File: config.mk
export PLATFORM = sky130hd
export DESIGN_NAME = rf_bank
export DESIGN_NICKNAME = d
export VERILOG_FILES = /design/src/rtl/rf_pkg.sv /design/src/rtl/rf_bank.sv
export SDC_FILE = /design/constraint.sdc
export NUM_CORES = 2
export LEC_CHECK = 0
export BUFFER_PORTS_ARGS = -buffer_cell sky130_fd_sc_hd__buf_2
export CORE_MARGIN = 5
export CORE_UTILIZATION = 40
export CTS_CLUSTER_SIZE = 16
export DETAILED_ROUTE_END_ITERATION = 6
export PLACE_DENSITY = 0.51
export SYNTH_ARGS = -nofsm -noshare
export SYNTH_HDL_FRONTEND = slang
export SYNTH_SLANG_ARGS = --single-unit
export TNS_END_PERCENT = 10
File: constraint.sdc
create_clock -name clk -period 5.5 [get_ports clk]
set_input_delay 1.1 -clock clk [delete_from_list [all_inputs] [get_ports clk]]
set_output_delay 1.1 -clock clk [all_outputs]
set_load 0.005 [all_outputs]
File: src/rtl/rf_pkg.sv
/*
 * Sizes and types shared by the banked register file.
 * Word address bits 1:0 pick the bank and bits 8:2 pick the row.
 * The bank count and the bank depth must be powers of two.
 */
package rf_pkg;

   // defaults for the top-level parameters
   parameter int WORD_W     = 32;
   parameter int NUM_BANKS  = 4;
   parameter int BANK_DEPTH = 128;

   // derived address fields
   parameter int OFS_W  = $clog2(NUM_BANKS);
   parameter int ROW_W  = $clog2(BANK_DEPTH);
   parameter int ADDR_W = OFS_W + ROW_W;

   // one register word
   typedef logic [WORD_W-1:0] word_t;

   // word address, with the bank offset in the low bits
   typedef logic [ADDR_W-1:0] addr_t;

   // row inside one bank
   typedef logic [ROW_W-1:0] row_t;

   // one enable bit per word of a write
   typedef logic [NUM_BANKS-1:0] wr_mask_t;

   // four words, used by rd0 and by the write port
   typedef logic [NUM_BANKS*WORD_W-1:0] wide_t;

   // two words, used by rd1
   typedef logic [2*WORD_W-1:0] narrow_t;

endpackage

File: src/rtl/rf_bank.sv
/*
 * One bank with two registered read ports and one write port.
 * A read and a write to the same row at one edge return the old word.
 * The memory has no reset and holds X until written.
 */
module rf_bank #(
   parameter int WORD_W     = rf_pkg::WORD_W,
   parameter int BANK_DEPTH = rf_pkg::BANK_DEPTH
) (
   input  logic          clk,

   input  rf_pkg::row_t  rd_a_row,
   output rf_pkg::word_t rd_a_data,

   input  rf_pkg::row_t  rd_b_row,
   output rf_pkg::word_t rd_b_data,

   input  logic          we,
   input  rf_pkg::row_t  wr_row,
   input  rf_pkg::word_t wdata
);

   import rf_pkg::*;

   logic [WORD_W-1:0] mem [BANK_DEPTH];

   // the row field must cover the whole bank
   if (BANK_DEPTH != 2**ROW_W || WORD_W != $bits(word_t))
   begin : g_size_check
      $error("rf_bank size does not match the row and word types");
   end

   // nonblocking reads see the word from before the write
   always_ff @(posedge clk)
   begin
      if (we)
      begin
         mem[wr_row] <= wdata;
      end
      rd_a_data <= mem[rd_a_row];
      rd_b_data <= mem[rd_b_row];
   end

   // the decoder must never enable a bank with an unknown row or word
   a_wr_known : assert property (
      @(posedge clk) we |-> !$isunknown({wr_row, wdata})
   )
   else
      $error("rf_bank write with unknown row or data");

endmodule

After elaboration in Yosys (flattened, before gate mapping):

Memory sizes are Yosys's and may differ from the RTL's. A register that Yosys moved wholly into a read port is not among the register bits.
Cells that the tools add are included.

* register bits: 0
* memory bits (writable): 4096
* output and inout port bits: 64
* logic and storage cells: 3
* memories kept: 1

* mux-type cells: 2

Memories
* mem: words 128, bits a word 32, rd ports 2, clocked after memory_dff 2, wr ports 1, line rf_bank.sv:25 `logic [WORD_W-1:0] mem [BANK_DEPTH];`

Operators with widths (count)
* $mux 1: 2

Logic depth before layout (Yosys ltp):

* depth in word-level cells: 2
* gate-level depth with buffers: 8
* depth with buffers taken out: 4

Worst setup path before layout:

No wires, ideal clock.

* path kind: input to register
* from: input port we
* to: memory mem[98][0] (enable)
* data arrival time: 3.878 ns
* data required time: 5.039 ns
* path slack: 1.161 ns
* stages: 3
* path through: clkbuf_1 nand4_1 nor3_1

* cells in the longest elaborated chain, start to end: 2

RTL lines
* start: declaration: line rf_bank.sv:18 `input logic we,`
* $mux 1: line rf_bank.sv:36 `if (we)`
* $mux 1 (not written as such): line rf_bank.sv:38 `mem[wr_row] <= wdata;`
* end: declaration: line rf_bank.sv:25

No other way between the ends.

==> results.sh <==
export IMPL_cts_resized=0
export IMPL_layout_setup_ws_ns=1.94
export IMPL_h_tree_depth=5
export IMPL_worstPathArrival_ns=4.42
export IMPL_die_x_um=697
export IMPL_reg2reg_to="rd_a_data[24]"
export IMPL_place_hpwl_um=401000
export IMPL_p_switching_mw=16.5
export IMPL_stdcell_count=14942
export IMPL_grtUsageTotal=0.272
export IMPL_required_ns=6.36
export IMPL_clkLatencyLatePin_ns=1.01
export IMPL_clockBufferDepth=4
export IMPL_cts_setup_buffers=0
export IMPL_start_util=0.401
export IMPL_rows=252
export IMPL_first_global_vias=102285
export IMPL_start_kind="input pin"
export IMPL_synth_largest_area_cell="edfxtp_1"
export IMPL_r2r_cells=4
export IMPL_synth_cells=7701
export IMPL_synthToLayoutAreaGrowth_pct=15.0
export IMPL_finalCritPeriodShare=0.647
export IMPL_routed_wl_um=668000
export IMPL_dieArea_um2=486000
export IMPL_regArea_um2=124000
export IMPL_endpoint_kind="flop"
export IMPL_tns_ns=0
export IMPL_internal_power_mw=55.0
export IMPL_holdBufCountCts=0
export IMPL_drv_slew=0
export IMPL_drive_gt1_frac=0.492
export IMPL_grt_max_degree=97
export IMPL_critPathKind="in2reg"
export IMPL_drcViolationCount=0
export IMPL_cp_startpoint="rd_b_row[0]"
export IMPL_switching_share=0.231
export IMPL_seqPwrFrac=0.495
export IMPL_timing_rr_start="mem[37][24]"
export IMPL_max_stage_delay_ns=0.67
export IMPL_grt_pass1_wl_um=904000
export IMPL_vias=99319
export IMPL_status="completed"
export IMPL_max_freq_mhz=281
export IMPL_numCtsBuffers=460
export IMPL_synth_fp_nets=7756
export IMPL_crit_cells=7
export IMPL_wl_per_cell_um=44.7
export IMPL_worstPathBufferInverterCount=3
export IMPL_multi_input_area_um2=62900
export IMPL_crit_chain="buf_12 > buf_12 > buf_12 > mux4_2 > mux4_2 > mux4_2 > mux2_2"
export IMPL_p_leak_nw=66.3
export IMPL_clkPwrFrac=0.423
export IMPL_cts_root_buf="clkbuf_16"
export IMPL_antenna_left=0
export IMPL_routabilityCongestion=0.818
export IMPL_clk_transition_reported_paths_ns=0.06
export IMPL_die_h_um=697
export IMPL_cp_slowest_cell="mux4_2"
export IMPL_syn_area_per_cell_um2=24.5
export IMPL_dp_cells=14004
export IMPL_setup_violations=0
export IMPL_max_slew_margin=0.193
export IMPL_port_buffers=118
export IMPL_synthTopCellsByArea="edfxtp_1 (65%), mux4_2 (32%), clkbuf_1 (0.73%), dfxtp_1 (0.68%), mux2_2 (0.38%)"
export IMPL_finClkSkew_ns=0.0521
export IMPL_cpLargestDelayFamily="multiplexers"
export IMPL_yosys_cell_types_count=17
export IMPL_antenna_found_initial=91
export IMPL_crit_path_end="rd_b_data[14]"
export IMPL_powerDensity_nw_per_um2=329
export IMPL_power_frac_comb=0.082
export IMPL_vias_per_cell=6.65
export IMPL_fillers=38462
export IMPL_clock_sinks=4160
export IMPL_whs_ns=0.583
export IMPL_timing_hold_violations_final=0
export IMPL_nets=8298
export IMPL_rsz0062_at_grt="false"
export IMPL_min_path_type="in2reg"
export IMPL_netlist_area_leader_share=0.652
export IMPL_drt_pass1_iter_count=5
export IMPL_post_place_ws_ns=0.821
export IMPL_peakVddDrop_mv=0.306
export IMPL_grt_remaining_overflow=0
export IMPL_yosys_warnings=0
export IMPL_total_power_mw=71.5
export IMPL_core_area_um2=471000
export IMPL_synth_sequential_area_ratio=0.658
export IMPL_path_max_fanout=36
export IMPL_tightest_slew_ns=1.21
export IMPL_synth_ff_latch_count=4160
export IMPL_r2r_setup_slack_ns=2.90
export IMPL_syn_area_um2=189000
export IMPL_drt_iter0_drc=13943
export IMPL_max_cap_violations=0
export IMPL_io_pins=119
export IMPL_period_minus_slack_ns=3.56
export IMPL_cts_tree="done"
logic make-up (layout without fill, tap and decap cells):
logic type,Yosys count,count (layout),synth area share
AND/OR/NAND/NOR,170,170,0.00369
flip-flops,4160,4160,0.658
other,0,80,0
buffers and inverters,619,1557,0.0134
multiplexers,2752,2752,0.325
per-stage QoR:
| step | util | area (um2) |
|---|---|---|
| 2_1_floorplan | - | 189000 |
| 3_3_place_gp | 0.430 | 202000 |
| 3_5_place_dp | 0.430 | 202000 |
| 4_1_cts | 0.461 | 217000 |
| 5_1_grt | 0.461 | 217000 |
| 6_report | 0.461 | 217000 |
layer usage:
metal / routed length (um) / part of all wire / vias up / track usage
li1: - / - / 36626 / -
met1: 262000 / 0.39 / 56389 / 0.373
met3: 62900 / 0.094 / 947 / 0.0647
met5: 355 / 0.00053 / - / 0
met2: 322000 / 0.48 / 5323 / 0.435
met4: 21600 / 0.032 / 34 / 0.0849
synth_stat cells:
cell,count
edfxtp_1,4096
mux4_2,2688
clkbuf_1,365
buf_1,132
nor2_1,122
buf_2,103
dfxtp_1,64
mux2_2,64
buf_4,17
nand2_1,14
nand3_1,12
nor3_1,9
nor2b_1,7
nand4_1,3
buf_6,2
nand2b_1,2
or3_1,1
registers in the layout (all words and copies together), names as in the netlist:
| register | flops |
|---|---|
| mem | 4096 |
| rd_b_data | 32 |
| rd_a_data | 32 |
how the worst min path moves through the flow:
| stage | from | to | slack (ns) | cells after the start |
|---|---|---|---|---|
| floorplan | mem[36][0] | rd_a_data[0] | 1.09 | 4 |
| global placement | mem[60][25] | rd_b_data[25] | 1.15 | 4 |
| detailed placement | mem[92][9] | rd_b_data[9] | 1.14 | 4 |
| CTS | wdata[30] | mem[92][30] | 0.47 | 1 |
| global route | wdata[30] | mem[92][30] | 0.53 | 1 |
| finish | wdata[30] | mem[92][30] | 0.58 | 1 |
cell usage in the layout, fill, tap and decap left out, types with 14 or more instances in the layout:
cell        netlist  final
clkbuf_1        365     95
clkbuf_8          0     25
bufinv_16         0     32
diode_2           0     80
nand2_1          14     14
clkinv_1          0     90
buf_12            0    173
edfxtp_1       4096   4096
dfxtp_1          64     64
clkbuf_16         0    467
clkinvlp_4        0     17
buf_2           103     73
buf_4            17    443
nor2_4            0    119
mux4_2         2688   2688
clkinv_2          0    113
mux2_2           64     64
cell type report:
type,count,area share
Sequential cell,4160,0.572
Timing Repair Buffer,699,0.0336
Tap cell,6223,0.0359
Antenna cell,80,0.000922
Multi-Input combinational cell,2922,0.290
Clock buffer,587,0.0571
Clock inverter,271,0.0104
power by group through the flow:
stage | registers, mW | clock network, mW | logic (mW)
final | 35.4 | 30.2 | 5.85
after global routing | 35.4 | 32.2 | 6.09
after CTS | 35.4 | 30.8 | 5.94
after detailed placement | 36.1 | 0 | 5.93
after global placement | 36.0 | 0 | 5.89
after floorplan | 35.8 | 0 | 3.30
Note: power is estimated with default switching activity, not from simulation.
