==> src/rtl/rf_pkg.sv <==
/*
 * Sizes and types shared by the banked register file.
 * Word address bits 1:0 pick the bank and bits 8:2 pick the row.
 * The bank count and the bank depth must be powers of two.
 */
package rf_pkg;

   // defaults for the top-level parameters
   parameter int WORD_W     = 32;
   parameter int NUM_BANKS  = 4;
   parameter int BANK_DEPTH = 128;

   // derived address fields
   parameter int OFS_W  = $clog2(NUM_BANKS);
   parameter int ROW_W  = $clog2(BANK_DEPTH);
   parameter int ADDR_W = OFS_W + ROW_W;

   // one register word
   typedef logic [WORD_W-1:0] word_t;

   // word address, with the bank offset in the low bits
   typedef logic [ADDR_W-1:0] addr_t;

   // row inside one bank
   typedef logic [ROW_W-1:0] row_t;

   // one enable bit per word of a write
   typedef logic [NUM_BANKS-1:0] wr_mask_t;

   // four words, used by rd0 and by the write port
   typedef logic [NUM_BANKS*WORD_W-1:0] wide_t;

   // two words, used by rd1
   typedef logic [2*WORD_W-1:0] narrow_t;

endpackage

==> src/rtl/wr_decode.sv <==
/*
 * Write steering for the four banks.
 * Legal writes are mask 0001 at any offset, 0011 at offset 0 or 2,
 * 1111 at offset 0, and 0000 (no write). Any other write is dropped
 * and wr_reject goes high for the following cycle.
 */
module wr_decode #(
   parameter int WORD_W    = rf_pkg::WORD_W,
   parameter int NUM_BANKS = rf_pkg::NUM_BANKS
) (
   input  logic                             clk,
   input  logic                             rst_n,

   input  rf_pkg::addr_t                    wr_addr,
   input  rf_pkg::wr_mask_t                 wr_en,
   input  rf_pkg::wide_t                    wr_data,

   output logic [NUM_BANKS-1:0]             bank_we,
   output logic [NUM_BANKS-1:0][WORD_W-1:0] bank_wdata,
   output rf_pkg::row_t                     wr_row,
   output logic                             wr_reject
);

   import rf_pkg::*;

   localparam int LOG_BANKS = $clog2(NUM_BANKS);

   logic [OFS_W-1:0] ofs;
   logic [OFS_W-1:0] lane;
   logic             legal;
   logic             reject_d;

   if ($bits(wide_t) != NUM_BANKS*WORD_W || $bits(wr_mask_t) != NUM_BANKS)
   begin : g_size_check
      $error("wr_decode payload width does not match the bank layout");
   end

   assign ofs = wr_addr[OFS_W-1:0];

   // legal writes are aligned, so every word shares the base row
   assign wr_row = wr_addr[ADDR_W-1:OFS_W];

   // a run of 2**k low mask bits needs an offset aligned to 2**k
   always_comb
   begin
      legal = (wr_en == '0);
      for (int k = 0; k <= LOG_BANKS; k++)
      begin
         if (wr_en == NUM_BANKS'((1 << (1 << k)) - 1) && (ofs % (1 << k)) == 0)
         begin
            legal = 1'b1;
         end
      end
   end

   assign reject_d = !legal;

   // bank b takes word j of the write where b = offset + j
   always_comb
   begin
      lane = '0;
      for (int b = 0; b < NUM_BANKS; b++)
      begin
         lane          = OFS_W'(b) - ofs;
         bank_we[b]    = legal & wr_en[lane];
         bank_wdata[b] = wr_data[lane*WORD_W +: WORD_W];
      end
   end

   always_ff @(posedge clk or negedge rst_n)
   begin
      if (!rst_n)
      begin
         wr_reject <= 1'b0;
      end
      else
      begin
         wr_reject <= reject_d;
      end
   end

   // one bank per mask bit for a legal write and none for a rejected one
   a_we_count : assert property (
      @(posedge clk) disable iff (!rst_n)
      $countones(bank_we) == (reject_d ? 0 : $countones(wr_en))
   )
   else
      $error("wr_decode enabled the wrong number of banks");

endmodule

==> config.mk <==
export PLATFORM = sky130hd
export DESIGN_NAME = wr_decode
export DESIGN_NICKNAME = d
export VERILOG_FILES = /design/src/rtl/rf_pkg.sv /design/src/rtl/wr_decode.sv
export SDC_FILE = /design/constraint.sdc
export NUM_CORES = 1
export LEC_CHECK = 0
export BUFFER_PORTS_ARGS = -buffer_cell sky130_fd_sc_hd__clkbuf_2
export CAP_MARGIN = 20
export CORE_AREA = 4 4 106 108
export CTS_BUF_LIST = sky130_fd_sc_hd__clkbuf_8
export CTS_CLUSTER_SIZE = 12
export DETAILED_ROUTE_END_ITERATION = 10
export DIE_AREA = 0 0 110 112
export GPL_TIMING_DRIVEN = 0
export PLACE_DENSITY = 0.7
export REMOVE_ABC_BUFFERS = 1
export SLEW_MARGIN = 10
export SYNTH_ARGS = -nofsm -noshare
export SYNTH_HDL_FRONTEND = slang
export SYNTH_SLANG_ARGS = --single-unit
==> constraint.sdc <==
create_clock -name clk -period 3.3 [get_ports clk]
set_input_delay 0 -clock clk [delete_from_list [all_inputs] [get_ports clk]]
set_output_delay 0 -clock clk [all_outputs]
set_load 0.05 [all_outputs]
# Word-level counts from Yosys, hierarchy flattened
# Cells that the tools add are included.
dict set report op_classes {
  addsub 4
  multipliers 0
  div 0
  magnitude_cmp 4
  eq_ne 3
  shifts 4
  n_mux 11
  bitwise 4
  n_reduce_logical 6
}
# cell count
set ops {}
lappend ops {{128-bit by 8-bit indexed part select with 32-bit output} 4}
lappend ops {{32-bit logical NOT} 2}
lappend ops {{2-bit by 3-bit < comparator with 1-bit output (second input constant)} 4}
lappend ops {{1-bit binary-select mux with 2-bit select} 4}
lappend ops {{1-bit 2-to-1 mux} 7}
lappend ops {{1-bit bitwise AND} 4}
lappend ops {{4-bit by 1-bit == test with 1-bit output (second input constant)} 1}
lappend ops {{4-bit by 2-bit == test with 1-bit output (second input constant)} 1}
lappend ops {{4-bit == test (second input constant)} 1}
lappend ops {{4-bit logical NOT} 1}
lappend ops {{1-bit by 2-bit subtractor with 2-bit output (first input constant)} 2}
lappend ops {{2-bit subtractor (first input constant)} 2}
lappend ops {{1-bit logical AND} 2}
lappend ops {{1-bit logical NOT} 1}
dict set report totals {
  regBits 1
  latch_bits 0
  ramBits 0
  rom_bits 0
  input_bits 143
  out_inout_bits 140
  elab_cells 37
  mem_count 0
}

# Depth between registers and ports, before layout
# Gate-level depths: netlist of the first run.
dict set report logic_depth {
  depth_word 5
  ltp_mapped 10
}

# Worst setup path after synthesis of the first run
# OpenSTA, ideal clock, no wires.
dict set report synth_path {
  kind {input -> output}
  from {input port wr_addr[0]}
  to {output port bank_we[0]}
  t_arrival_ns 2.215
  required_ns 3.300
  path_slack_ns 1.085
  cell_stages 10
  cell_sequence {buf_6 > buf_6 > buf_6 > buf_4 > inv_1 > ha_1 > buf_4 > buf_4 > mux4_2 > nor2b_1}
}
dict set report synth_via {
  elab_chain_len 5
}
# element line_no
set synth_lines {}
lappend synth_lines {{start: declaration} wr_decode.sv:14} ;# input rf_pkg::addr_t wr_addr,
lappend synth_lines {{32-bit logical NOT} wr_decode.sv:49} ;# if (wr_en == NUM_BANKS'((1 << (1 << k)) - 1) && (ofs % (1 << k)) == 0)
lappend synth_lines {{1-bit logical AND} wr_decode.sv:49}
lappend synth_lines {{1-bit 2-to-1 mux (2 in a row)} wr_decode.sv:49}
lappend synth_lines {{1-bit bitwise AND (*)} wr_decode.sv:65} ;# bank_we[b] = legal & wr_en[lane];
lappend synth_lines {{end: declaration} wr_decode.sv:18} ;# output logic [NUM_BANKS-1:0] bank_we,
# Mark *: on every way between the ends. The rest lies on a longest branch, timed or not. The select of a mux whose other input is x is not followed.

==> impl_metrics.tcl, run 1 <==
set metrics [dict create \
    dp.final_hpwl_um 8940 \
    worst-path-buf-inv 5 \
    syn_inst 180 \
    crit_type "in -> out" \
    grt_max_degree 69 \
    status "finished clean" \
    grt-ovfl-total 0 \
    p_switching_uw 982 \
    final-max-slew-violation-count 0 \
    power.density_nw_per_um2 314 \
    post-route-util_pct 45.8 \
    die_h_um 112 \
    regMostFlops "wr_reject" \
    maxCapViolations 0 \
    hold_violations 0 \
    critPathArrivalTime_ns 2.57 \
    crit_fanout 36 \
    finalSetupTns_ns 0 \
    critPathSlowestCell "ha_4" \
    relSlewSlack_pct 55.3 \
    min_period_ns 2.57 \
    yosysWarnings 0 \
    rsz0062_at_grt "no" \
    max_freq_mhz 389 \
    drive_gt1_share_pct 97.4 \
    critPathMaxStageDelay_ns 0.61 \
    wl_um 10500 \
    hp-class "in -> out" \
    cp_data_required_time_ns 3.30 \
    top_regs "wr_reject: 1 flops" \
    wire_per_inst_um 19.0 \
    holdWs_ns 0.000346 \
    startpoint_type "input pin" \
    first_pass_iters 4 \
    ios 283 \
    largest_reg_flops 1 \
    post_dp_cell_area_um2 4680 \
    endpoint_kind "primary output" \
    dr_total_vias 3293 \
    final_cell_mix "clkbuf_2, mux4_2, nor2b_1" \
    cp_num_cells 7 \
    rows 37 \
    cpLargestDelayFamily "buffers and inverters" \
    antenna_left 0 \
    gp_congestion 0.748 \
    post_cts_buffers 0 \
    final_cell_area_um2 4690 \
    internal-power_uw 491 \
    final_common_cell "clkbuf_2" \
    synth_area_per_cell_um2 18.5 \
    total_power_uw 1470 \
    p_clk_share_pct 0 \
    ys_ff_latch 1 \
    antenna_found_initial 0 \
    drcViolationCount 0 \
    num_antenna_cells 0 \
    endpoint "bank_wdata[80]" \
    crit_top_cell "buf_12" \
    yosysSeqAreaShare_pct 0.750 \
    leakage_uw 0.00204 \
    viasPerCell 5.97 \
    start_util_pct 32.6 \
    setup_viol 0 \
    p_comb_share_pct 99.1 \
    layout.nets 562 \
    critPathLaunch "wr_addr[1]" \
    drt-initial-drc-count 248 \
    track_usage_pct 15.7 \
    tightest_slew_ns 0.671 \
    vdd_drop_max_mv 0.255 \
    p_seq_share_pct 0.9 \
    path_cells "clkbuf_4 -> buf_12 -> inv_1 -> ha_4 -> buf_12 -> mux4_2 -> clkbuf_2" \
    timing.final.crit_share_pct 78.0 \
    area_delta_synth_final_pct 40.5 \
    swShare_pct 66.7 \
    coreArea_um2 10200 \
    grt_pass1_vias 3275 \
    io_buffers 268 \
    dieArea_um2 12300 \
    ys_types 13 \
    die_w_um 110 \
    grt_pass1_wl_um 16300 \
    syn_area_um2 3340 \
]
## timing repair
| action | 4_1_cts | 5_1_grt |
|---|---|---|
| endpoints found under the hold margin | 1 | 0 |
| resized for setup | 0 | 0 |
| hold buffers | 1 | 0 |
## per-stage QoR
| step | cells | setup slack [ns] |
|---|---|---|
| floorplan | 144 | 0.0428 |
| global placement | 548 | -3.46 |
| detailed placement | 551 | 0.681 |
| CTS | 552 | 0.677 |
| global route | 552 | 0.508 |
| finish | 552 | 0.727 |
## cells in the mapped netlist (all sizes together)
cell type | count | area, µm²
inv | 2 | 7.51
nor4b | 1 | 8.76
mux4 | 132 | 2970
nor3 | 1 | 5.00
nor2b | 4 | 25.0
a211oi | 1 | 12.5
dfrtp | 1 | 25.0
buf | 36 | 260
and4 | 1 | 8.76
ha | 1 | 12.5
## power by group through the flow
stage	Sequential, µW	Clock, µW	Combinational, µW
3_5_place_dp	13.5	0	1470
3_3_place_gp	13.5	0	1480
4_1_cts	13.5	0	1470
2_1_floorplan	16.4	0	1070
6_report	13.4	0	1460
5_1_grt	13.6	0	1530
## cell type report
type,instances,area [µm²]
Inverter,2,7.51
Fill cell,921,5540
Timing Repair Buffer,272,1430
Tap cell,136,170
Multi-Input combinational cell,141,3060
Sequential cell,1,25.0
## how the worst min path moves through the flow
stage | from | endpoint | slack [ns] | depth (start not counted)
finish | wr_addr[2] | wr_row[0] | 0.0003 | 0
global route | wr_addr[4] | wr_row[2] | 0.0003 | 0
CTS | wr_addr[2] | wr_row[0] | 0.0005 | 0
detailed placement | rst_n | wr_reject | -0.22 | 1
global placement | rst_n | wr_reject | -0.22 | 1
floorplan | rst_n | wr_reject | -0.30 | 0
## logic make-up after synthesis
| family | after synthesis | synth area share (%) |
|---|---|---|
| compound gates | 1 | 0.375 |
| fa+ha+maj | 1 | 0.375 |
| buf+inv | 38 | 8.02 |
| flops | 1 | 0.750 |
| mux | 132 | 89.1 |
| simple gates | 7 | 1.42 |
## routing by layer
metal	vias up	GRT usage [%]	part of all wire, %
li1	1389	-	-
met1	1712	19.2	34
met2	182	29.8	56
met3	10	2.55	9.0
met4	0	1.33	0.97
met5	-	0	0
Note: power is estimated with default switching activity, not from simulation.
==> run 2: changes to the inputs <==
CORE_AREA = 4 4 107 109   (was 4 4 106 108)
DIE_AREA = 0 0 111 113   (was 0 0 110 112)
PLACE_DENSITY = 0.69   (was 0.7)
clock period = 2.55 ns   (was 3.3 ns; I/O delays follow)
==> run 2 against run 1 <==
Flip-flop and latch count unchanged. Setup slack got worse by 0.52 ns. Hold slack about the same. Global-route usage increased by 0.19 points. Routed wire length increased by 5.2%. Critical path type unchanged. Highest routed layer unchanged.
==> impl_metrics.tcl, run 2 (same netlist as run 1, synthesis figures left out) <==
set metrics [dict create \
    ios 283 \
    timing.final.crit_share_pct 91.9 \
    final_cell_area_um2 4720 \
    crit_type "in -> out" \
    grt_pass1_vias 3308 \
    final_common_cell "clkbuf_2" \
    setup_viol 0 \
    status "finished clean" \
    first_pass_iters 4 \
    min_period_ns 2.34 \
    final_cell_mix "clkbuf_2, mux4_2, nor2b_1" \
    dieArea_um2 12500 \
    drive_gt1_share_pct 97.4 \
    track_usage_pct 15.9 \
    post-route-util_pct 44.5 \
    coreArea_um2 10600 \
    rsz0062_at_grt "no" \
    wire_per_inst_um 19.8 \
    endpoint_kind "primary output" \
    max_freq_mhz 427 \
    layout.nets 563 \
    die_h_um 113 \
    internal-power_uw 639 \
    viasPerCell 5.99 \
    seq_area_um2 25.0 \
    finalSetupTns_ns 0 \
    maxCapViolations 0 \
    antenna_left 0 \
    regMostFlops "wr_reject" \
    p_switching_uw 1280 \
    gp_congestion 0.883 \
    wl_um 11000 \
    p_clk_share_pct 0 \
    tightest_slew_ns 0.627 \
    leakage_uw 0.00205 \
    antenna_found_initial 0 \
    total_power_uw 1920 \
    drt-initial-drc-count 311 \
    crit_fanout 67 \
    grt-ovfl-total 0 \
    fill_cells 1002 \
    area_delta_synth_final_pct 41.3 \
    swShare_pct 66.7 \
    startpoint_type "input pin" \
    multi_input_area_um2 3060 \
    grt_max_degree 69 \
    p_comb_share_pct 99.1 \
    rows 38 \
    top_regs "wr_reject: 1 flops" \
    cp_data_required_time_ns 2.55 \
    grt_pass1_wl_um 17100 \
    dp.final_hpwl_um 9210 \
    drcViolationCount 0 \
    hp-class "in -> out" \
    io_buffers 268 \
    hold_violations 0 \
    largest_reg_flops 1 \
    p_seq_share_pct 0.9 \
    critPathArrivalTime_ns 2.34 \
    power.density_nw_per_um2 408 \
    post_dp_cell_area_um2 4690 \
    dr_total_vias 3336 \
    num_antenna_cells 0 \
    die_w_um 111 \
    vdd_drop_max_mv 0.335 \
    final-max-slew-violation-count 0 \
    start_util_pct 31.5 \
    relSlewSlack_pct 58.2 \
]
-- run 2: cell count changes in the layout (fill, tap and decap cells not counted), sizes merged --
| cell | before | now |
|---|---|---|
| clkbuf | 268 | 266 |
| buf | 3 | 6 |
-- run 2: routing by layer --
layer	up-vias	part of all wire [%]	GRT usage [%]
li1	1390	-	-
met1	1748	35	18.4
met2	184	56	30.8
met3	14	8.6	3.90
met4	0	1.2	1.81
met5	-	0	0
-- run 2: path summary, 6_finish.rpt --
| kind | startpoint | end | slack (ns) | depth (start not counted) |
|---|---|---|---|---|
| max | wr_addr[0] | bank_wdata[92] | 0.21 | 6 |
| min | wr_addr[2] | wr_row[0] | 0.0003 | 0 |
| max in group asynchronous | rst_n | wr_reject | 2.14 | 2 |
| min in group asynchronous | rst_n | wr_reject | 0.32 | 2 |
-- run 2: final cells by class --
class | instances | share of cell area [%]
Inverter | 2 | 0.159
Multi-Input combinational cell | 141 | 64.8
Timing Repair Buffer | 273 | 30.8
Tap cell | 140 | 3.71
Sequential cell | 1 | 0.531
-- run 2: per-stage QoR --
step	std cells	setup WS [ns]	hold WS, ns
6_report	557	0.207	0.000346
5_1_grt	557	0.00458	0.000320
3_5_place_dp	555	-0.0563	-0.224
3_3_place_gp	552	-4.21	-0.225
2_1_floorplan	144	-0.707	-0.296
4_1_cts	557	0.0394	0.000517
-- run 2: critical path, cell delays in order --
cell and delay (ns):
buf_8 0.47, inv_1 0.17, ha_4 0.53, buf_12 0.30, mux4_2 0.53, clkbuf_2 0.28
-- run 2: power by group through the flow --
stage                     clock, µW  sequential (µW)  combinational, µW
after floorplan                   0             21.2               1380
after global placement            0             17.4               1920
after detailed placement          0             17.4               1900
after CTS                         0             17.4               1920
after global routing              0             17.5               1990
final                             0             17.4               1910
-- run 2: what timing repair did --
action,in CTS,in global routing
gates resized for setup,0,3
endpoints found under the setup margin,18,18
hold endpoints to repair,1,0
pin swaps,1,0
setup buffers,1,0
hold buffers,1,0
cloned,0,0
