### src/rtl/rf_pkg.sv
/*
 * Sizes and types shared by the banked register file.
 * Word address bits 1:0 pick the bank and bits 8:2 pick the row.
 * The bank count and the bank depth must be powers of two.
 */
package rf_pkg;

   // defaults for the top-level parameters
   parameter int WORD_W     = 32;
   parameter int NUM_BANKS  = 4;
   parameter int BANK_DEPTH = 128;

   // derived address fields
   parameter int OFS_W  = $clog2(NUM_BANKS);
   parameter int ROW_W  = $clog2(BANK_DEPTH);
   parameter int ADDR_W = OFS_W + ROW_W;

   // one register word
   typedef logic [WORD_W-1:0] word_t;

   // word address, with the bank offset in the low bits
   typedef logic [ADDR_W-1:0] addr_t;

   // row inside one bank
   typedef logic [ROW_W-1:0] row_t;

   // one enable bit per word of a write
   typedef logic [NUM_BANKS-1:0] wr_mask_t;

   // four words, used by rd0 and by the write port
   typedef logic [NUM_BANKS*WORD_W-1:0] wide_t;

   // two words, used by rd1
   typedef logic [2*WORD_W-1:0] narrow_t;

endpackage

### src/rtl/rd_port.sv
/*
 * One read port across all banks, returning LANES consecutive words.
 * Addresses wrap at the top of the word space.
 * Data follows the address by one cycle and lane 0 is the base word.
 * The payload type must be a whole number of words, at most one per bank.
 */
module rd_port #(
   parameter int  WORD_W      = rf_pkg::WORD_W,
   parameter int  NUM_BANKS   = rf_pkg::NUM_BANKS,
   parameter type read_data_t = rf_pkg::wide_t
) (
   input  logic                             clk,
   input  logic                             rst_n,

   input  rf_pkg::addr_t                    addr,

   output rf_pkg::row_t [NUM_BANKS-1:0]     bank_row,
   input  logic [NUM_BANKS-1:0][WORD_W-1:0] bank_data,

   output read_data_t                       rd_data
);

   import rf_pkg::*;

   localparam int LANES = $bits(read_data_t) / WORD_W;

   addr_t            lane_addr;
   logic [OFS_W-1:0] ofs_q;
   logic [OFS_W-1:0] src;

   if (LANES * WORD_W != $bits(read_data_t) || LANES > NUM_BANKS ||
       NUM_BANKS != 2**OFS_W)
   begin : g_size_check
      $error("rd_port payload does not fit the bank layout");
   end

   // banks that no lane touches just get the base row
   always_comb
   begin
      lane_addr = addr;
      for (int b = 0; b < NUM_BANKS; b++)
      begin
         bank_row[b] = addr[ADDR_W-1:OFS_W];
      end
      for (int j = 0; j < LANES; j++)
      begin
         lane_addr = addr + ADDR_W'(j);
         bank_row[lane_addr[OFS_W-1:0]] = lane_addr[ADDR_W-1:OFS_W];
      end
   end

   // the offset travels alongside the bank read
   always_ff @(posedge clk or negedge rst_n)
   begin
      if (!rst_n)
      begin
         ofs_q <= '0;
      end
      else
      begin
         ofs_q <= addr[OFS_W-1:0];
      end
   end

   // rotate so that lane j comes from bank ofs_q + j
   always_comb
   begin
      src = ofs_q;
      for (int j = 0; j < LANES; j++)
      begin
         src = ofs_q + OFS_W'(j);
         rd_data[j*WORD_W +: WORD_W] = bank_data[src];
      end
   end

   // an unknown offset would scramble every lane of the next result
   a_ofs_known : assert property (
      @(posedge clk) disable iff (!rst_n) !$isunknown(ofs_q)
   )
   else
      $error("rd_port offset register is unknown");

endmodule

### config.mk
export PLATFORM = sky130hd
export DESIGN_NAME = rd_port
export DESIGN_NICKNAME = d
export VERILOG_FILES = /design/src/rtl/rf_pkg.sv /design/src/rtl/rd_port.sv
export SDC_FILE = /design/constraint.sdc
export NUM_CORES = 1
export LEC_CHECK = 0
export ABC_AREA = 1
export BUFFER_PORTS_ARGS = -buffer_cell sky130_fd_sc_hd__buf_2
export CAP_MARGIN = 20
export CORE_AREA = 2 2 113 115
export DETAILED_ROUTE_END_ITERATION = 16
export DIE_AREA = 0 0 115 117
export HOLD_SLACK_MARGIN = 0.06
export PLACE_DENSITY = 0.65
export SETUP_SLACK_MARGIN = 0.3
export SLEW_MARGIN = 5
export SYNTH_ARGS = -nofsm -noshare
export SYNTH_HDL_FRONTEND = slang
export SYNTH_SLANG_ARGS = --single-unit
### constraint.sdc
create_clock -name clk -period 1.8 [get_ports clk]
set_input_delay 0.36 -clock clk [delete_from_list [all_inputs] [get_ports clk]]
set_output_delay 0.36 -clock clk [all_outputs]
set_load 0.01 [all_outputs]
# [Word-level counts from Yosys, hierarchy flattened]
# Index checks and enable logic that the tools add are counted.
# W data, S select, Z words.
[word_totals] reg_bits=2 inputBits=139
[op_classes] addsub=6 order_cmp=12 muxes=20 reduce_logical=4
[ops] op="$bmux W32 S2" n=4
[ops] op="$mux W32" n=4
[ops] op="$bwmux W28" n=4
[ops] op="$demux W7 S2" n=4
[ops] op="$mux W7" n=4
[ops] op="$lt A2 B3 Y1 const B" n=8
[ops] op="$add A9 B2 Y9 const B" n=2
[ops] op="$add A9 B1 Y9 const B" n=1
[ops] op="$ge A2 B1 Y1 const B" n=4
[ops] op="$add A2 B2 Y2 const B" n=2
[ops] op="$logic_and A1 B1 Y1" n=4
[ops] op="$add A2 B1 Y2 const B" n=1

# [Longest topological paths before layout]
# Gate-level depths: netlist of the first run.
[depth] word_depth=8 depth_mapped=10 mapped_depth_nobuf=9

# [Least setup slack after synthesis of the first run]
# Ideal clock, no wire load.
[synth_path] kind="input to output" start="input port addr[1]" end="output port bank_row[19] (netlist bit)" t_arrival_ps=1435 setup_slack_ps=5 cell_stages=9 n_path_buf=1 cell_sequence="inv_1 > clkbuf_1 > ha_1 > nand2_1 > nand2_1 > nand3_1 > nand2_1 > nor2_1 > nor2_1"
[synth_lines] element="start, declared" line="rd_port.sv:15" rtl="input rf_pkg::addr_t addr,"
[synth_lines] element="end, declared" line="rd_port.sv:17" rtl="output rf_pkg::row_t [NUM_BANKS-1:0] bank_row,"

==> flow_summary.toml, run 1 <==
[die]
dieHeight_um = 117
dieArea_um2 = 13460
io_pins = 295
die_width_um = 115
fp-row-count = 41
core-area_um2 = 12310
start_util_pct = 30.58

[grt]
grt_max_degree = 49
antenna_found_initial = 0
grt_overflow = 0
grt_pass1_vias = 4817
grtUsageTotal_pct = 20.72
grt_first_pass_wirelength_um = 22950

[yosys]
synth_top_family_by_area = "compound AO/OA/AOI/OAI gates"
synth_seq_area_share_pct = 1.329
synth_fa_ha_area_share_pct = 0.6647
synth_edf_count = 0
yosysMostFrequentCell = "nand2_1"
synth_cell_types = 22
yosys.area_share.simple_pct = 34.90
synth.area.mux_share_pct = 0
synth.area.top_cells = "nand2_1 (24%), o21ai_0 (21%), inv_1 (14%)"
synth.avg_cell_area_um2 = 4.520
synth_seq_cells = 2
synthTopCellsByCount = "nand2_1 (237), o21ai_0 (156), inv_1 (144), nor2_1 (77), a21oi_1 (65)"
synth-xor-area-share_pct = 2.792
synth_compound_area_share_pct = 35.89
syn_inst = 833
synthArstFlopShare_pct = 100.0
synth_nets = 974
postSynth.topFlopCell = "dfrtp_1"
yosys.area.top_type = "nand2_1"
yosysTopAreaCellShare_pct = 23.63
ys_warn_count = 0
syn_area_um2 = 3765

[timing]
min_period_over_period_pct = 114.3
slew_headroom_pct = 79.52
hold_viol = 0
finalSetupViolCount = 129
rsz0062_at_grt = "yes"
drv_slew = 0
fmax_ghz = 0.4862
fin_setup_tns_ns = -20.43
min_period_ns = 2.057
tightestPinTransition_ns = 0.3052
setup_slack_ns = -0.2566

[detailed_routing]
drtIter0Drc = 238
ant_nets = 0
wl_per_cell_um = 13.48
via_per_inst = 4.882
firstDrtPassIters = 4
post-route-drc-count = 0
wirelength_um = 17490
vias = 6337

[cts]
numCtsBuffers = 3
clk_pin_slew_ns = 0.03
cts_tree = "built"
clockBufferDepth = 2
cts.sinks = 2
clock-root-buffer = "clkbuf_16"
htree_levels = 1

[power]
cellLeakagePower_uw = 0.004022
power_switching_uw = 1465
p_seq_share_pct = 1.9
switching_share_pct = 49.14
ir_drop_mv = 0.3084
p_comb_share_pct = 86.8
power.density_nw_per_um2 = 392.4
clkPwrFrac_pct = 11.2
p_int_uw = 1516

[setup_path]
worstSetupPathDepth = 6
crit_family = "flip-flops"
crit_required_ns = 1.44
worstPathBufferInverterCount = 3
crit_path_end_kind = "output pin"
worstSetupPathType = "reg -> out"
startpoint_type = "flop"
cpMaxStageDelayCell = "dfrtp_4"
slowest_delay_ns = 0.55
worstPathArrival_ns = 1.70
cp_max_fo = 6
worstPathCellList = "xnor2_4 -> buf_6 -> buf_4 -> nor2_1 -> a21oi_2 -> buf_2"

[cells_and_area]
multi_input_area_um2 = 3891
reg_top3 = "ofs_q (2)"
fillers = 1148
largest_register_ffs = 2
post-route-util_pct = 61.72
largest-register = "ofs_q"
area_growth_pct = 101.8
layout-drive-gt1-share_pct = 55.31
antenna_cells = 0
ff_latch_area_um2 = 57.56
layout.nets = 1291

[placement]
place_hpwl_um = 12260
numPortBuffers = 294
gp_congestion = 0.9385
dp_slack_ns = -0.09858

[run]
drv_cap = 0

[run_status]
outcome = "finished with violations"
failed_checks = "negative setup slack"

[worst_hold_path]
min_to = "ofs_q[0]$_DFF_PN0_"
worstHoldPathCells = 1
hp-start = "addr[0]"
hp-class = "in -> reg"
[logic make-up (layout without fill, tap and decap cells)]
family	count (synthesis)	after routing
AND/OR/NAND/NOR	341	341
AO/OA/AOI/OAI	267	267
buffers and inverters	209	524
XOR/XNOR	12	12
adder cells (fa/ha/maj)	2	2
flip-flops	2	2
[power by group through the flow]
stage | combinational [uW] | clock (uW) | sequential [uW]
finish | 2590 | 334 | 57.8
global route | 2810 | 346 | 58.4
CTS | 2260 | 340 | 56.5
detailed placement | 2040 | 0 | 55.5
global placement | 2020 | 0 | 55.6
floorplan | 1280 | 0 | 50.4
[metrics by stage]
| step | cells | total power (uW) | hold slack (ns) | instance area (um^2) |
|---|---|---|---|---|
| 2_1_floorplan | 833 | 1335 | 0.06441 | 4294 |
| 3_3_place_gp | 1255 | 2077 | 0.1466 | 6002 |
| 3_5_place_dp | 1255 | 2093 | 0.1523 | 6002 |
| 4_1_cts | 1269 | 2656 | 0.3529 | 6560 |
| 5_1_grt | 1298 | 3214 | 0.2699 | 7599 |
| 6_report | 1298 | 2981 | 0.2724 | 7599 |
[metal layers]
layer / vias to the layer above / GRT usage, % / routed length, um / share of wire [%]
li1: 3288 / - / - / -
met1: 2806 / 25.65 / 7080 / 40
met2: 213 / 38.39 / 9085 / 52
met3: 30 / 2.884 / 1020 / 5.8
met4: 0 / 4.096 / 306 / 1.7
met5: - / 0 / 0 / 0
[area by class of cell]
cell class                      instances  share of cell area, %
Clock buffer                            3                 0.9880
Inverter                              144                  7.377
Multi-Input combinational cell        622                  51.21
Sequential cell                         2                 0.7575
Tap cell                              150                  2.470
Timing Repair Buffer                  377                  37.20
[worst max-delay path by stage]
stage,to,from,slack (ns)
finish,rd_data[41],ofs_q[0]$_DFF_PN0_,-0.26
global route,rd_data[41],ofs_q[0]$_DFF_PN0_,-0.32
CTS,rd_data[72],ofs_q[0]$_DFF_PN0_,-0.23
detailed placement,bank_row[15],addr[1],-0.1
global placement,bank_row[15],addr[1],-0.05
floorplan,rd_data[75],ofs_q[0]$_DFF_PN0_,0.26
[timing repair]
action                     CTS  global route
setup endpoints to repair  153           153
cloned                       5            10
hold buffers                 1             0
resized for setup          103           188
setup buffers                5            19
hold endpoints to repair     2             0
pin swaps                   19            44
[layout by cell type (no fill, tap or decap), types with 17 or more instances in the layout]
master	Yosys	final
a21oi_2	0	61
buf_12	0	19
buf_2	20	276
buf_4	5	27
buf_6	12	27
inv_1	144	128
nand2_1	237	201
nand2_2	0	23
nand3_2	0	17
nor2_1	77	51
o21ai_0	156	17
o21ai_1	41	96
o21ai_2	0	81
Power figures use the tool's default switching activity.
==> run 2: changes to the inputs <==
--- a/config.mk
+++ b/config.mk
@@ -12,7 +12,7 @@
 export DETAILED_ROUTE_END_ITERATION = 16
 export DIE_AREA = 0 0 115 117
 export HOLD_SLACK_MARGIN = 0.06
-export PLACE_DENSITY = 0.65
+export PLACE_DENSITY = 0.76
 export SETUP_SLACK_MARGIN = 0.3
 export SLEW_MARGIN = 5
 export SYNTH_ARGS = -nofsm -noshare
==> flow_summary.toml, run 2 (synthesized netlist as in run 1, its figures left out) <==
[setup_path]
cpMaxStageDelayCell = "dfrtp_4"
slowest_delay_ns = 0.52
worstPathArrival_ns = 1.98
crit_required_ns = 1.44
cp_max_fo = 6
worstPathCellList = "buf_12 -> buf_12 -> clkbuf_16 -> nand2_4 -> o21ai_2 -> inv_1 -> nor2_1 -> a21oi_2 -> buf_2"
startpoint_type = "flop"
cp_common_cell = "buf_12"
worstSetupPathType = "reg -> out"
crit_path_end_kind = "output pin"

[timing]
slew_headroom_pct = 75.69
fmax_ghz = 0.4272
setup_slack_ns = -0.5406
drv_slew = 0
finalSetupViolCount = 130
tightestPinTransition_ns = 0.3646
hold_viol = 0
min_period_over_period_pct = 130.0
rsz0062_at_grt = "yes"
min_period_ns = 2.341
worst_hold_slack_ns = 0.3311

[cells_and_area]
largest-register = "ofs_q"
layout-drive-gt1-share_pct = 62.85
stdcell_area_um2 = 8361
layout.nets = 1295
largest_register_ffs = 2
final_cell_mix = "buf_2 (273), nand2_1 (184), inv_1 (112), o21ai_2 (94), o21ai_1 (75)"
area_growth_pct = 122.1
final_common_cell = "buf_2"
fillers = 917
reg_top3 = "ofs_q (2)"

[grt]
gr-usage-met2_pct = 42.43
grt_overflow = 0
grt_first_pass_wirelength_um = 25420
met3_usage_pct = 3.296
grtUsageTotal_pct = 23.03
grt_pass1_vias = 5323
grt_max_degree = 58
antenna_found_initial = 6
use_met1_pct = 27.85
busiest_layer = "met2"

[detailed_routing]
wirelength_um = 23010
drtIter0Drc = 773
firstDrtPassIters = 7
vias = 7095
wl_per_cell_um = 17.65
via_per_inst = 5.441
post-route-drc-count = 0
ant_nets = 0

[die]
io_pins = 295
die_width_um = 115
start_util_pct = 30.58
core-area_um2 = 12310
dieArea_um2 = 13460
fp-row-count = 41
dieHeight_um = 117

[cts]
cts.sinks = 2
numCtsBuffers = 3
htree_levels = 1
clockBufferDepth = 2
clk_pin_slew_ns = 0.03
clock-root-buffer = "clkbuf_16"
cts_tree = "built"

[placement]
numPortBuffers = 294
place_hpwl_um = 12300
placed_cell_area_um2 = 5972
gp_congestion = 0.9713

[power]
power.density_nw_per_um2 = 407.6
p_int_uw = 1678
clkPwrFrac_pct = 10.0
power_switching_uw = 1729
ir_drop_mv = 0.3437
switching_share_pct = 50.75
p_total_uw = 3407
p_comb_share_pct = 88.3
p_seq_share_pct = 1.6
cellLeakagePower_uw = 0.004240

[worst_hold_path]
hp-class = "in -> reg"

[run_status]
outcome = "finished with violations"
failed_checks = "negative setup slack"

[run]
drv_cap = 0
-- run 2: cell count changes in the layout (fill, tap and decap cells not counted), moves of 14 or more --
| cell | previous run | this run |
|---|---|---|
| o21ai_4 | 3 | 25 |
| o21ai_1 | 96 | 75 |
| nor2_1 | 51 | 32 |
| nand2_1 | 201 | 184 |
| inv_1 | 128 | 112 |
| inv_2 | 13 | 27 |
| o21ai_0 | 17 | 3 |
-- run 2: cell type report --
| cell class | count | area, um^2 | area share (%) |
|---|---|---|---|
| timing repair buffer | 381 | 3114 | 37.25 |
| tap | 150 | 187.7 | 2.245 |
| clock buffer | 3 | 75.07 | 0.8979 |
| inverter | 144 | 566.8 | 6.779 |
| sequential | 2 | 57.56 | 0.6884 |
| multi-input combinational | 622 | 4354 | 52.08 |
| antenna | 2 | 5.005 | 0.05986 |
-- run 2: worst paths after layout --
path	start	end	slack, ns	cells past startpoint
min	addr[0]	ofs_q[0]$_DFF_PN0_	0.33	1
max in group asynchronous	rst_n	ofs_q[1]$_DFF_PN0_	1.21	2
min in group asynchronous	rst_n	ofs_q[0]$_DFF_PN0_	0.47	2
max	ofs_q[0]$_DFF_PN0_	rd_data[67]	-0.54	9
-- run 2: critical path, delay by kind of cell, from the launching register on --
family	cells	cell delay, ns
compound gates	2	0.35
buf+inv	5	0.76
flops	1	0.52
simple gates	2	0.11
-- run 2: power groups by stage --
stage / combinational (uW) / sequential, uW / clock (uW)
3_5_place_dp: 2040 / 55.5 / 0
2_1_floorplan: 1280 / 50.4 / 0
6_report: 3010 / 55.4 / 342
3_3_place_gp: 2020 / 55.5 / 0
4_1_cts: 2450 / 55.4 / 339
5_1_grt: 3190 / 55.8 / 350
-- run 2: stage by stage --
stage / cells / worst slack, ns / setup TNS (ns) / utilization, %
final: 1304 / -0.5406 / -28.43 / 67.91
after global routing: 1303 / -0.5776 / -35.43 / 67.89
after CTS: 1277 / -0.2439 / -22.33 / 57.68
after detailed placement: 1251 / -0.08753 / -2.267 / 48.51
after global placement: 1251 / -0.05688 / -0.7575 / 48.51
after floorplan: 833 / 0.2556 / 0 / -
-- run 2: repair_timing --
item,4_1_cts,5_1_grt
endpoints found under the setup margin,153,153
buffers inserted,11,12
gates cloned,11,13
endpoints found under the hold margin,2,0
pin swaps,53,79
hold buffers,1,0
gates resized for setup,202,234
-- run 2: per-layer routing --
layer  wire length, um  vias to the layer above
met1              8034                     3178
met2             11200                      457
met5                49                        -
li1                  -                     3300
met4              1339                        8
met3              2386                      152
